### config.mk
export PLATFORM = sky130hd
export DESIGN_NAME = timer_axi
export DESIGN_NICKNAME = d
export VERILOG_FILES = /design/src/timer_pkg.sv /design/src/timer_if.sv /design/src/timer_prescaler.sv /design/src/timer_core.sv /design/src/timer_regs.sv /design/src/timer_axi.sv
export SDC_FILE = /design/constraint.sdc
export NUM_CORES = 1
export LEC_CHECK = 0
export BUFFER_PORTS_ARGS = -buffer_cell sky130_fd_sc_hd__buf_4
export CORE_MARGIN = 8
export CORE_UTILIZATION = 50
export DETAILED_ROUTE_END_ITERATION = 10
export PLACE_DENSITY = 0.7
export SYNTH_ARGS = -nofsm -noshare
export SYNTH_HDL_FRONTEND = slang
export SYNTH_HIERARCHICAL = 1
export SYNTH_SLANG_ARGS = --single-unit
### constraint.sdc
create_clock -name aclk -period 4.1 [get_ports aclk]
set_clock_uncertainty 0.2 [all_clocks]
set_input_delay 0.205 -clock aclk [delete_from_list [all_inputs] [get_ports aclk]]
set_output_delay 0.205 -clock aclk [all_outputs]
set_load 0.03 [all_outputs]
### src/timer_pkg.sv
/*
 * Shared constants for the AXI4-Lite timer.
 * Holds the data and address widths, the register map, the CTRL and
 * STATUS bit positions and the bus response code.
 * Imported by the interfaces and every RTL module.
 */
package timer_pkg;

    // Widths
    localparam int DATA_W = 32;
    localparam int ADDR_W = 6;
    localparam int PRE_W  = 16;
    localparam int CTRL_W = 8;
    localparam int STAT_W = 2;

    // Register map, byte offsets
    localparam logic [ADDR_W-1:0] REG_CTRL    = 6'h00;
    localparam logic [ADDR_W-1:0] REG_PRE     = 6'h04;
    localparam logic [ADDR_W-1:0] REG_LOAD    = 6'h08;
    localparam logic [ADDR_W-1:0] REG_CMP     = 6'h0C;
    localparam logic [ADDR_W-1:0] REG_CURRENT = 6'h10;
    localparam logic [ADDR_W-1:0] REG_CAPTURE = 6'h14;
    localparam logic [ADDR_W-1:0] REG_STATUS  = 6'h18;
    localparam logic [ADDR_W-1:0] REG_CMD     = 6'h1C;

    // CTRL bit positions
    localparam int CTRL_EN     = 0;
    localparam int CTRL_MODE   = 1;
    localparam int CTRL_DIR    = 2;
    localparam int CTRL_PWM_EN = 3;
    localparam int CTRL_EXT_EN = 4;
    localparam int CTRL_CAP_EN = 5;
    localparam int CTRL_PRE_EN = 6;
    localparam int CTRL_IRQ_EN = 7;

    // STATUS bit positions
    localparam int STAT_WRAP = 0;
    localparam int STAT_CAP  = 1;

    // AXI response code
    localparam logic [1:0] RESP_OKAY = 2'b00;

endpackage

### src/timer_if.sv
/*
 * Internal buses of the timer.
 * timer_bus_if carries register accesses from the AXI slave to the
 * register file, timer_ctrl_if carries settings and strobes between the
 * register file and the counter core.
 */
`timescale 1ns/1ps

interface timer_bus_if import timer_pkg::*; ();
    logic              cs;
    logic              we;
    logic [ADDR_W-1:0] addr;
    logic [DATA_W-1:0] wdata;
    logic [DATA_W-1:0] rdata;

    modport axi  (output cs, we, addr, wdata, input rdata);
    modport regs (input cs, we, addr, wdata, output rdata);
endinterface

interface timer_ctrl_if import timer_pkg::*; ();
    // Settings from the register file
    logic              en;
    logic              mode;
    logic              dir;
    logic              pwm_en;
    logic              ext_en;
    logic              cap_en;
    logic              pre_en;
    logic [PRE_W-1:0]  pre_val;
    logic [DATA_W-1:0] load_val;
    logic [DATA_W-1:0] cmp_val;
    logic              load_cmd;
    // Counter state back to the register file
    logic [DATA_W-1:0] current_val;
    logic [DATA_W-1:0] capture_val;
    logic              capture_stb;
    logic              wrap_stb;

    modport regs (
        output en, mode, dir, pwm_en, ext_en, cap_en, pre_en,
        output pre_val, load_val, cmp_val, load_cmd,
        input  current_val, capture_val, capture_stb, wrap_stb
    );
    modport core (
        input  en, mode, dir, pwm_en, ext_en, cap_en, pre_en,
        input  pre_val, load_val, cmp_val, load_cmd,
        output current_val, capture_val, capture_stb, wrap_stb
    );
endinterface

### src/timer_prescaler.sv
/*
 * Clock prescaler for the timer core.
 * Gives a one-cycle tick every pre_val_i+1 clocks when pre_en_i is set,
 * and every clock otherwise. Idle and cleared while en_i is low.
 */
`timescale 1ns/1ps

module timer_prescaler import timer_pkg::*; (
    input  logic             aclk,
    input  logic             aresetn,
    input  logic             en_i,
    input  logic             pre_en_i,
    input  logic [PRE_W-1:0] pre_val_i,
    output logic             tick_o
);

    logic [PRE_W-1:0] cnt;

    // Count down from pre_val_i, tick on zero
    always_ff @(posedge aclk or negedge aresetn) begin
        if (!aresetn) begin
            cnt <= '0;
        end else if (!en_i || !pre_en_i) begin
            cnt <= '0;
        end else if (cnt == '0) begin
            cnt <= pre_val_i;
        end else begin
            cnt <= cnt - 1'b1;
        end
    end

    // Bypass when the prescaler is off
    assign tick_o = en_i && (!pre_en_i || (cnt == '0));

endmodule

### src/timer_core.sv
/*
 * Timer counter core.
 * Counts prescaled clock ticks or rising edges of ext_meas_i, up or down,
 * periodic or one-shot. Drives PWM, the trigger pulse and the capture
 * register, and reports wrap and capture strobes to the register file.
 */
`timescale 1ns/1ps

module timer_core import timer_pkg::*; (
    input  logic       aclk,
    input  logic       aresetn,
    timer_ctrl_if.core ctrl,
    input  logic       ext_meas_i,
    input  logic       capture_i,
    output logic       pwm_o,
    output logic       trigger_o
);

    // Pin pipeline, bit 0 is ext_meas_i and bit 1 is capture_i
    logic [1:0]        pin_s1;
    logic [1:0]        pin_s2;
    logic [1:0]        pin_s3;
    logic [1:0]        pin_rise;

    logic              pre_tick;
    logic              tick;
    logic              count_en;
    logic              at_end;
    logic              os_done;
    logic [DATA_W-1:0] cnt;
    logic              wrap_q;
    logic              pwm_q;
    logic              cap_stb_q;
    logic [DATA_W-1:0] cap_q;

    // Two-flop synchronizers plus one stage for edge detection
    always_ff @(posedge aclk or negedge aresetn) begin
        if (!aresetn) begin
            pin_s1 <= '0;
            pin_s2 <= '0;
            pin_s3 <= '0;
        end else begin
            pin_s1 <= {capture_i, ext_meas_i};
            pin_s2 <= pin_s1;
            pin_s3 <= pin_s2;
        end
    end

    assign pin_rise = pin_s2 & ~pin_s3;

    // Prescaler idles while counting external edges
    timer_prescaler i_prescaler (
        .aclk      (aclk),
        .aresetn   (aresetn),
        .en_i      (ctrl.en && !ctrl.ext_en),
        .pre_en_i  (ctrl.pre_en),
        .pre_val_i (ctrl.pre_val),
        .tick_o    (pre_tick)
    );

    assign tick     = ctrl.ext_en ? pin_rise[0] : pre_tick;
    // A finished one-shot ignores ticks until the next load command
    assign count_en = ctrl.en && tick && !(ctrl.mode && os_done);
    assign at_end   = ctrl.dir ? (cnt >= ctrl.load_val) : (cnt == '0);

    always_ff @(posedge aclk or negedge aresetn) begin
        if (!aresetn) begin
            cnt     <= '0;
            os_done <= 1'b0;
            wrap_q  <= 1'b0;
        end else begin
            wrap_q <= 1'b0;
            if (ctrl.load_cmd) begin
                cnt     <= ctrl.dir ? '0 : ctrl.load_val;
                os_done <= 1'b0;
            end else if (count_en) begin
                if (at_end) begin
                    wrap_q <= 1'b1;
                    if (ctrl.mode) begin
                        // One-shot end, park at the terminal value
                        os_done <= 1'b1;
                        cnt     <= ctrl.dir ? ctrl.load_val : '0;
                    end else begin
                        cnt <= ctrl.dir ? '0 : ctrl.load_val;
                    end
                end else begin
                    cnt <= ctrl.dir ? cnt + 1'b1 : cnt - 1'b1;
                end
            end
        end
    end

    // PWM compare and capture strobe
    always_ff @(posedge aclk or negedge aresetn) begin
        if (!aresetn) begin
            pwm_q     <= 1'b0;
            cap_stb_q <= 1'b0;
        end else begin
            pwm_q     <= ctrl.pwm_en && (cnt < ctrl.cmp_val);
            cap_stb_q <= ctrl.cap_en && pin_rise[1];
        end
    end

    always_ff @(posedge aclk) begin
        if (ctrl.cap_en && pin_rise[1]) begin
            cap_q <= cnt;
        end
    end

    assign ctrl.current_val = cnt;
    assign ctrl.capture_val = cap_q;
    assign ctrl.capture_stb = cap_stb_q;
    assign ctrl.wrap_stb    = wrap_q;
    assign trigger_o        = wrap_q;
    assign pwm_o            = pwm_q;

    // No capture strobe while capture is disabled
    a_cap_needs_en: assert property (@(posedge aclk) disable iff (!aresetn)
        ctrl.capture_stb |-> ctrl.cap_en);

endmodule

### src/timer_regs.sv
/*
 * Timer register file.
 * Decodes bus writes into CTRL, PRE, LOAD and CMP, turns a CMD write into
 * a load pulse, keeps the sticky STATUS bits with write-one-to-clear and
 * drives the interrupt. Reads are combinational from the bus address.
 */
`timescale 1ns/1ps

module timer_regs import timer_pkg::*; (
    input  logic       aclk,
    input  logic       aresetn,
    timer_bus_if.regs  bus,
    timer_ctrl_if.regs ctrl,
    output logic       irq_o
);

    logic              wr;
    logic [CTRL_W-1:0] ctrl_q;
    logic [PRE_W-1:0]  pre_q;
    logic [DATA_W-1:0] load_q;
    logic [DATA_W-1:0] cmp_q;
    logic              load_cmd_q;
    logic [STAT_W-1:0] stat_q;
    logic [STAT_W-1:0] stat_set;
    logic [STAT_W-1:0] stat_clr;
    logic              irq_q;

    assign wr = bus.cs && bus.we;

    // Writable registers and the load command pulse
    always_ff @(posedge aclk or negedge aresetn) begin
        if (!aresetn) begin
            ctrl_q     <= '0;
            pre_q      <= '0;
            load_q     <= '0;
            cmp_q      <= '0;
            load_cmd_q <= 1'b0;
        end else begin
            load_cmd_q <= wr && (bus.addr == REG_CMD) && bus.wdata[0];
            if (wr) begin
                case (bus.addr)
                    REG_CTRL: ctrl_q <= bus.wdata[CTRL_W-1:0];
                    REG_PRE:  pre_q  <= bus.wdata[PRE_W-1:0];
                    REG_LOAD: load_q <= bus.wdata;
                    REG_CMP:  cmp_q  <= bus.wdata;
                    default:  ;
                endcase
            end
        end
    end

    always_comb begin
        stat_set            = '0;
        stat_set[STAT_WRAP] = ctrl.wrap_stb;
        stat_set[STAT_CAP]  = ctrl.capture_stb;
    end

    assign stat_clr = (wr && (bus.addr == REG_STATUS)) ? bus.wdata[STAT_W-1:0] : '0;

    // Sticky status, a new event beats a clear in the same cycle
    always_ff @(posedge aclk or negedge aresetn) begin
        if (!aresetn) begin
            stat_q <= '0;
            irq_q  <= 1'b0;
        end else begin
            stat_q <= (stat_q & ~stat_clr) | stat_set;
            irq_q  <= ctrl_q[CTRL_IRQ_EN] && (|stat_q);
        end
    end

    // Read mux, unmapped and write-only offsets read as zero
    always_comb begin
        case (bus.addr)
            REG_CTRL:    bus.rdata = DATA_W'(ctrl_q);
            REG_PRE:     bus.rdata = DATA_W'(pre_q);
            REG_LOAD:    bus.rdata = load_q;
            REG_CMP:     bus.rdata = cmp_q;
            REG_CURRENT: bus.rdata = ctrl.current_val;
            REG_CAPTURE: bus.rdata = ctrl.capture_val;
            REG_STATUS:  bus.rdata = DATA_W'(stat_q);
            default:     bus.rdata = '0;
        endcase
    end

    assign ctrl.en       = ctrl_q[CTRL_EN];
    assign ctrl.mode     = ctrl_q[CTRL_MODE];
    assign ctrl.dir      = ctrl_q[CTRL_DIR];
    assign ctrl.pwm_en   = ctrl_q[CTRL_PWM_EN];
    assign ctrl.ext_en   = ctrl_q[CTRL_EXT_EN];
    assign ctrl.cap_en   = ctrl_q[CTRL_CAP_EN];
    assign ctrl.pre_en   = ctrl_q[CTRL_PRE_EN];
    assign ctrl.pre_val  = pre_q;
    assign ctrl.load_val = load_q;
    assign ctrl.cmp_val  = cmp_q;
    assign ctrl.load_cmd = load_cmd_q;
    assign irq_o         = irq_q;

    // The AXI side never issues back-to-back writes, so the pulse is single
    a_load_cmd_pulse: assert property (@(posedge aclk) disable iff (!aresetn)
        ctrl.load_cmd |=> !ctrl.load_cmd);

endmodule

### src/timer_axi.sv
/*
 * General purpose timer with an AXI4-Lite slave port.
 * Handles single-beat write and read transfers, turns them into register
 * strobes, and instantiates the register file and the counter core.
 * Address and data of a write must arrive together.
 */
`timescale 1ns/1ps

module timer_axi import timer_pkg::*; (
    input  logic              aclk,
    input  logic              aresetn,
    // Write address channel
    input  logic [DATA_W-1:0] awaddr_i,
    input  logic [2:0]        awprot_i,
    input  logic              awvalid_i,
    output logic              awready_o,
    // Write data channel
    input  logic [DATA_W-1:0] wdata_i,
    input  logic [3:0]        wstrb_i,
    input  logic              wvalid_i,
    output logic              wready_o,
    // Write response channel
    output logic [1:0]        bresp_o,
    output logic              bvalid_o,
    input  logic              bready_i,
    // Read address channel
    input  logic [DATA_W-1:0] araddr_i,
    input  logic [2:0]        arprot_i,
    input  logic              arvalid_i,
    output logic              arready_o,
    // Read data channel
    output logic [DATA_W-1:0] rdata_o,
    output logic [1:0]        rresp_o,
    output logic              rvalid_o,
    input  logic              rready_i,
    // Timer pins
    input  logic              ext_meas_i,
    input  logic              capture_i,
    output logic              pwm_o,
    output logic              trigger_o,
    output logic              irq_o
);

    timer_bus_if  bus_if ();
    timer_ctrl_if ctrl_if ();

    logic              wr_go;
    logic              rd_go;
    logic              wr_hs;
    logic              rd_hs;
    logic              wr_acc_q;
    logic              arready_q;
    logic              bvalid_q;
    logic              rvalid_q;
    logic [DATA_W-1:0] rdata_q;

    // Accept conditions, a pending write blocks the read accept
    assign wr_go = awvalid_i && wvalid_i && !wr_acc_q && !bvalid_q;
    assign rd_go = arvalid_i && !arready_q && !rvalid_q && !wr_go;
    assign wr_hs = awvalid_i && wvalid_i && wr_acc_q;
    assign rd_hs = arvalid_i && arready_q;

    // Write channel
    always_ff @(posedge aclk or negedge aresetn) begin
        if (!aresetn) begin
            wr_acc_q <= 1'b0;
            bvalid_q <= 1'b0;
        end else begin
            wr_acc_q <= wr_go;
            if (wr_hs) begin
                bvalid_q <= 1'b1;
            end else if (bready_i) begin
                bvalid_q <= 1'b0;
            end
        end
    end

    // Read channel
    always_ff @(posedge aclk or negedge aresetn) begin
        if (!aresetn) begin
            arready_q <= 1'b0;
            rvalid_q  <= 1'b0;
        end else begin
            arready_q <= rd_go;
            if (rd_hs) begin
                rvalid_q <= 1'b1;
            end else if (rready_i) begin
                rvalid_q <= 1'b0;
            end
        end
    end

    // Read data held until the master takes it
    always_ff @(posedge aclk) begin
        if (rd_hs) begin
            rdata_q <= bus_if.rdata;
        end
    end

    // Register strobe, write address takes priority
    assign bus_if.cs    = wr_hs || rd_hs;
    assign bus_if.we    = wr_hs;
    assign bus_if.addr  = wr_hs ? awaddr_i[ADDR_W-1:0] : araddr_i[ADDR_W-1:0];
    assign bus_if.wdata = wdata_i;

    assign awready_o = wr_acc_q;
    assign wready_o  = wr_acc_q;
    assign bvalid_o  = bvalid_q;
    assign bresp_o   = RESP_OKAY;
    assign arready_o = arready_q;
    assign rvalid_o  = rvalid_q;
    assign rdata_o   = rdata_q;
    assign rresp_o   = RESP_OKAY;

    timer_regs i_timer_regs (
        .aclk    (aclk),
        .aresetn (aresetn),
        .bus     (bus_if.regs),
        .ctrl    (ctrl_if.regs),
        .irq_o   (irq_o)
    );

    timer_core i_timer_core (
        .aclk       (aclk),
        .aresetn    (aresetn),
        .ctrl       (ctrl_if.core),
        .ext_meas_i (ext_meas_i),
        .capture_i  (capture_i),
        .pwm_o      (pwm_o),
        .trigger_o  (trigger_o)
    );

    // Response held and no new write taken until the master accepts it
    a_bvalid_hold: assert property (@(posedge aclk) disable iff (!aresetn)
        bvalid_o && !bready_i |=> bvalid_o && !awready_o);

endmodule

==> results.py <==
metrics = {
    "status": {
        "status": "complete, no violations",
    },
    "timing": {
        "min_period_over_period_pct": 90.8,
        "max_slew.worst_pin.slew_ps": 876,
        "tns_ps": 0,
        "slew_headroom_pct": 40.1,
        "timing.fmax_mhz": 269,
        "rsz0062_at_grt": "false",
        "post-route-min-period_ps": 3720,
        "hold_violations": 0,
        "final-setup-viol-count": 0,
        "fin_ws_ps": 376,
        "drv_slew": 0,
        "hold_slack_ps": 62.6,
    },
    "routing": {
        "wirelength_mm": 37.1,
        "avgRoutedWirePerCell_um": 21.1,
        "postRouteAntennaNets": 0,
        "via_count": 10707,
        "drc": 0,
        "drtPass1Iterations": 5,
        "viasPerCell": 6.10,
        "drtIter0Drc": 983,
    },
    "logic_synthesis": {
        "yosysWarningCount": 6,
        "yosys-top-cells-area": "dfrtp_1 (29%), edfxtp_1 (14%), ha_1 (8.9%)",
        "synth_area_um2": 13400,
        "synth.distinct_cells": 82,
        "yosysTopAreaCellShare_pct": 28.8,
        "synth-edff-count": 64,
        "synth_flop_cell": "dfrtp_1",
        "synth_area_per_cell_um2": 10.6,
        "syn_inst": 1264,
        "synth_top_area_cell": "dfrtp_1",
        "synth-async-reset-ratio_pct": 70.6,
        "ys_ff_latch": 218,
        "yosysSeqAreaShare_pct": 43.1,
    },
    "setup_path": {
        "crit_start": "i_timer_regs/ctrl_q[2]",
        "crit_type": "register to register",
        "reg2reg_from": "i_timer_regs/ctrl_q[2]",
        "crit_path_start_kind": "register",
        "worstPathRequired_ps": 4350,
        "end_kind": "register",
        "worst_ep_arrival_time_ps": 3980,
        "cp_max_fo": 13,
    },
    "clock_network": {
        "cts_buffers": 24,
        "cts_buffer_depth": 3,
        "insertion_delay_ps": 530,
        "hold_buffers": 43,
        "clk_pin_slew_ps": 60,
        "htreeDepth": 1,
        "post_cts_buffers": 0,
        "cts_resized": 0,
        "clock-sinks": 218,
        "tritoncts": "done",
        "clockRootBuffer": "clkbuf_16",
    },
    "global_route": {
        "grt_max_degree": 76,
        "grt_usage_pct": 22.4,
        "grt_pass1_vias": 10527,
        "grt_antenna_before_repair": 1,
        "grt_overflow_total": 0,
        "grt_pass1_wl_mm": 59.5,
    },
    "die": {
        "initial_core_util_pct": 50.3,
        "num_rows": 60,
        "die_y_um": 180,
        "core_area_um2": 26700,
        "io_pins": 159,
        "dieArea_um2": 32300,
        "die_x_um": 180,
    },
    "final_layout": {
        "layout_common_cells": "dfrtp_1 (154), buf_4 (119), mux2_2 (100)",
        "area_growth_pct": 17.6,
        "drive_above_1_share_pct": 20.2,
        "nFillCells": 2138,
        "final_common_cell": "dfrtp_1",
        "nNetsFinal": 1606,
        "utilization_pct": 59.1,
    },
    "hold_path": {
        "hold_path.class": "input pin to register",
        "min_from": "araddr_i[0]",
    },
    "power_and_ir_drop": {
        "p_per_area_nw_per_um2": 313,
        "p_leak_nw": 7.23,
        "worst_ir_drop_vdd_v": 0.000328,
        "power.total_mw": 4.93,
    },
    "place": {
        "pre_cts_ws_ps": 429,
        "gp_congestion": 0.906,
        "port_buffers": 92,
        "dp_hpwl_mm": 26.4,
    },
    "run": {
        "drv_cap": 0,
    },
}
==> per-stage QoR <==
stage / cell area (um^2) / std cells
2_1_floorplan: 13400 / 1267
3_3_place_gp: 14500 / 1667
3_5_place_dp: 14500 / 1667
4_1_cts: 15700 / 1754
5_1_grt: 15800 / 1755
6_report: 15800 / 1755
==> area by class of cell <==
type	instances	area (um^2)	share of cell area (%)
clock inverter	12	154	0.977
tap	341	427	2.71
timing repair buffer	164	1360	8.60
clock buffer	32	671	4.26
sequential	218	5780	36.7
multi-input combinational	907	7070	44.9
antenna	1	2.50	0.0159
inverter	80	300	1.91
==> flip-flops by register name, summed over array words and instances (netlist names), 2 cells and up <==
signal	flops
i_timer_core/ctrl.current_val	32
rdata_o	32
i_timer_regs/ctrl.load_val	32
i_timer_regs/ctrl.cmp_val	32
i_timer_regs/ctrl_q	8
i_timer_regs/stat_q	2
i_timer_regs/ctrl.pre_val	16
i_timer_core/pin_s2	2
i_timer_core/ctrl.capture_val	32
i_timer_core/i_prescaler/cnt	16
i_timer_core/pin_s1	2
i_timer_core/pin_s3	2
==> worst max-delay path, stage by stage (launching register included) <==
cell       delay (ps)
dfrtp_1           370
inv_1             420
ha_1              380
a2111oi_0         720
a211oi_1          100
a31oi_1           270
a21oi_1           200
a311oi_1          460
xor2_1            130
o211ai_1          200
o311a_1           190
==> cell usage after synthesis (all sizes together), types with 4 or more instances <==
library cell / count
dfrtp: 154
mux2: 106
ha: 95
nor2: 83
inv: 80
a21oi: 64
edfxtp: 64
o21ai: 63
nand2: 61
mux2i: 47
clkbuf: 37
a21o: 31
o22ai: 28
buf: 25
nand3: 24
nor3: 20
nand4: 19
o31ai: 19
xor2: 19
xnor2: 18
a22oi: 15
nor4: 15
and3: 12
a311oi: 11
a211oi: 10
nor2b: 10
o21a: 10
a31oi: 9
nand2b: 9
and2: 8
a22o: 7
o211ai: 7
a2111oi: 6
a21boi: 6
o21bai: 5
o221ai: 5
a221oi: 4
and3b: 4
mux4: 4
nor4b: 4
o311a: 4
or4: 4
==> cell families (layout without fill, tap and decap cells) <==
group                      Yosys count  count (layout)  synth area share (%)
xor gates and xnor gates            37              37                  2.42
other                                1               5                0.0280
DFF                                218             218                  43.1
adders and majority gates           96              96                  9.02
AOI/OAI and AO/OA                  328             328                  16.6
muxes                              157             157                  13.1
and+or+nand+nor                    285             285                  11.2
buffers and inverters              142             288                  4.49
==> worst paths after layout <==
| kind | cells after the start | slack (ps) | to |
|---|---|---|---|
| setup / recovery | 10 | 380 | i_timer_core/ctrl.current_val[28] |
| hold / removal | 4 | 60 | i_timer_regs/ctrl.load_cmd |
| setup reg to reg | 10 | 380 | i_timer_core/ctrl.current_val[28] |
| hold reg to reg | 0 | 150 | i_timer_core/pin_s2[1] |
| max in group asynchronous | 3 | 2540 | i_timer_regs/ctrl.cmp_val[2] |
| min in group asynchronous | 2 | 90 | i_timer_core/i_prescaler/cnt[8] |
==> power by group <==
part / internal [mW] / total, mW / switching, mW
registers: 2.26 / 2.28 / 0.0175
logic: 0.174 / 0.430 / 0.256
clock network: 1.34 / 2.22 / 0.877
==> per-layer routing <==
metal / vias to the layer above / GRT usage (%) / wire length, um
li1: 4999 / - / -
met1: 5293 / 31.8 / 17000
met2: 368 / 35.7 / 16800
met3: 47 / 3.29 / 2480
met4: 0 / 5.50 / 831
met5: - / 0 / 0
Power figures use the tool's default switching activity.
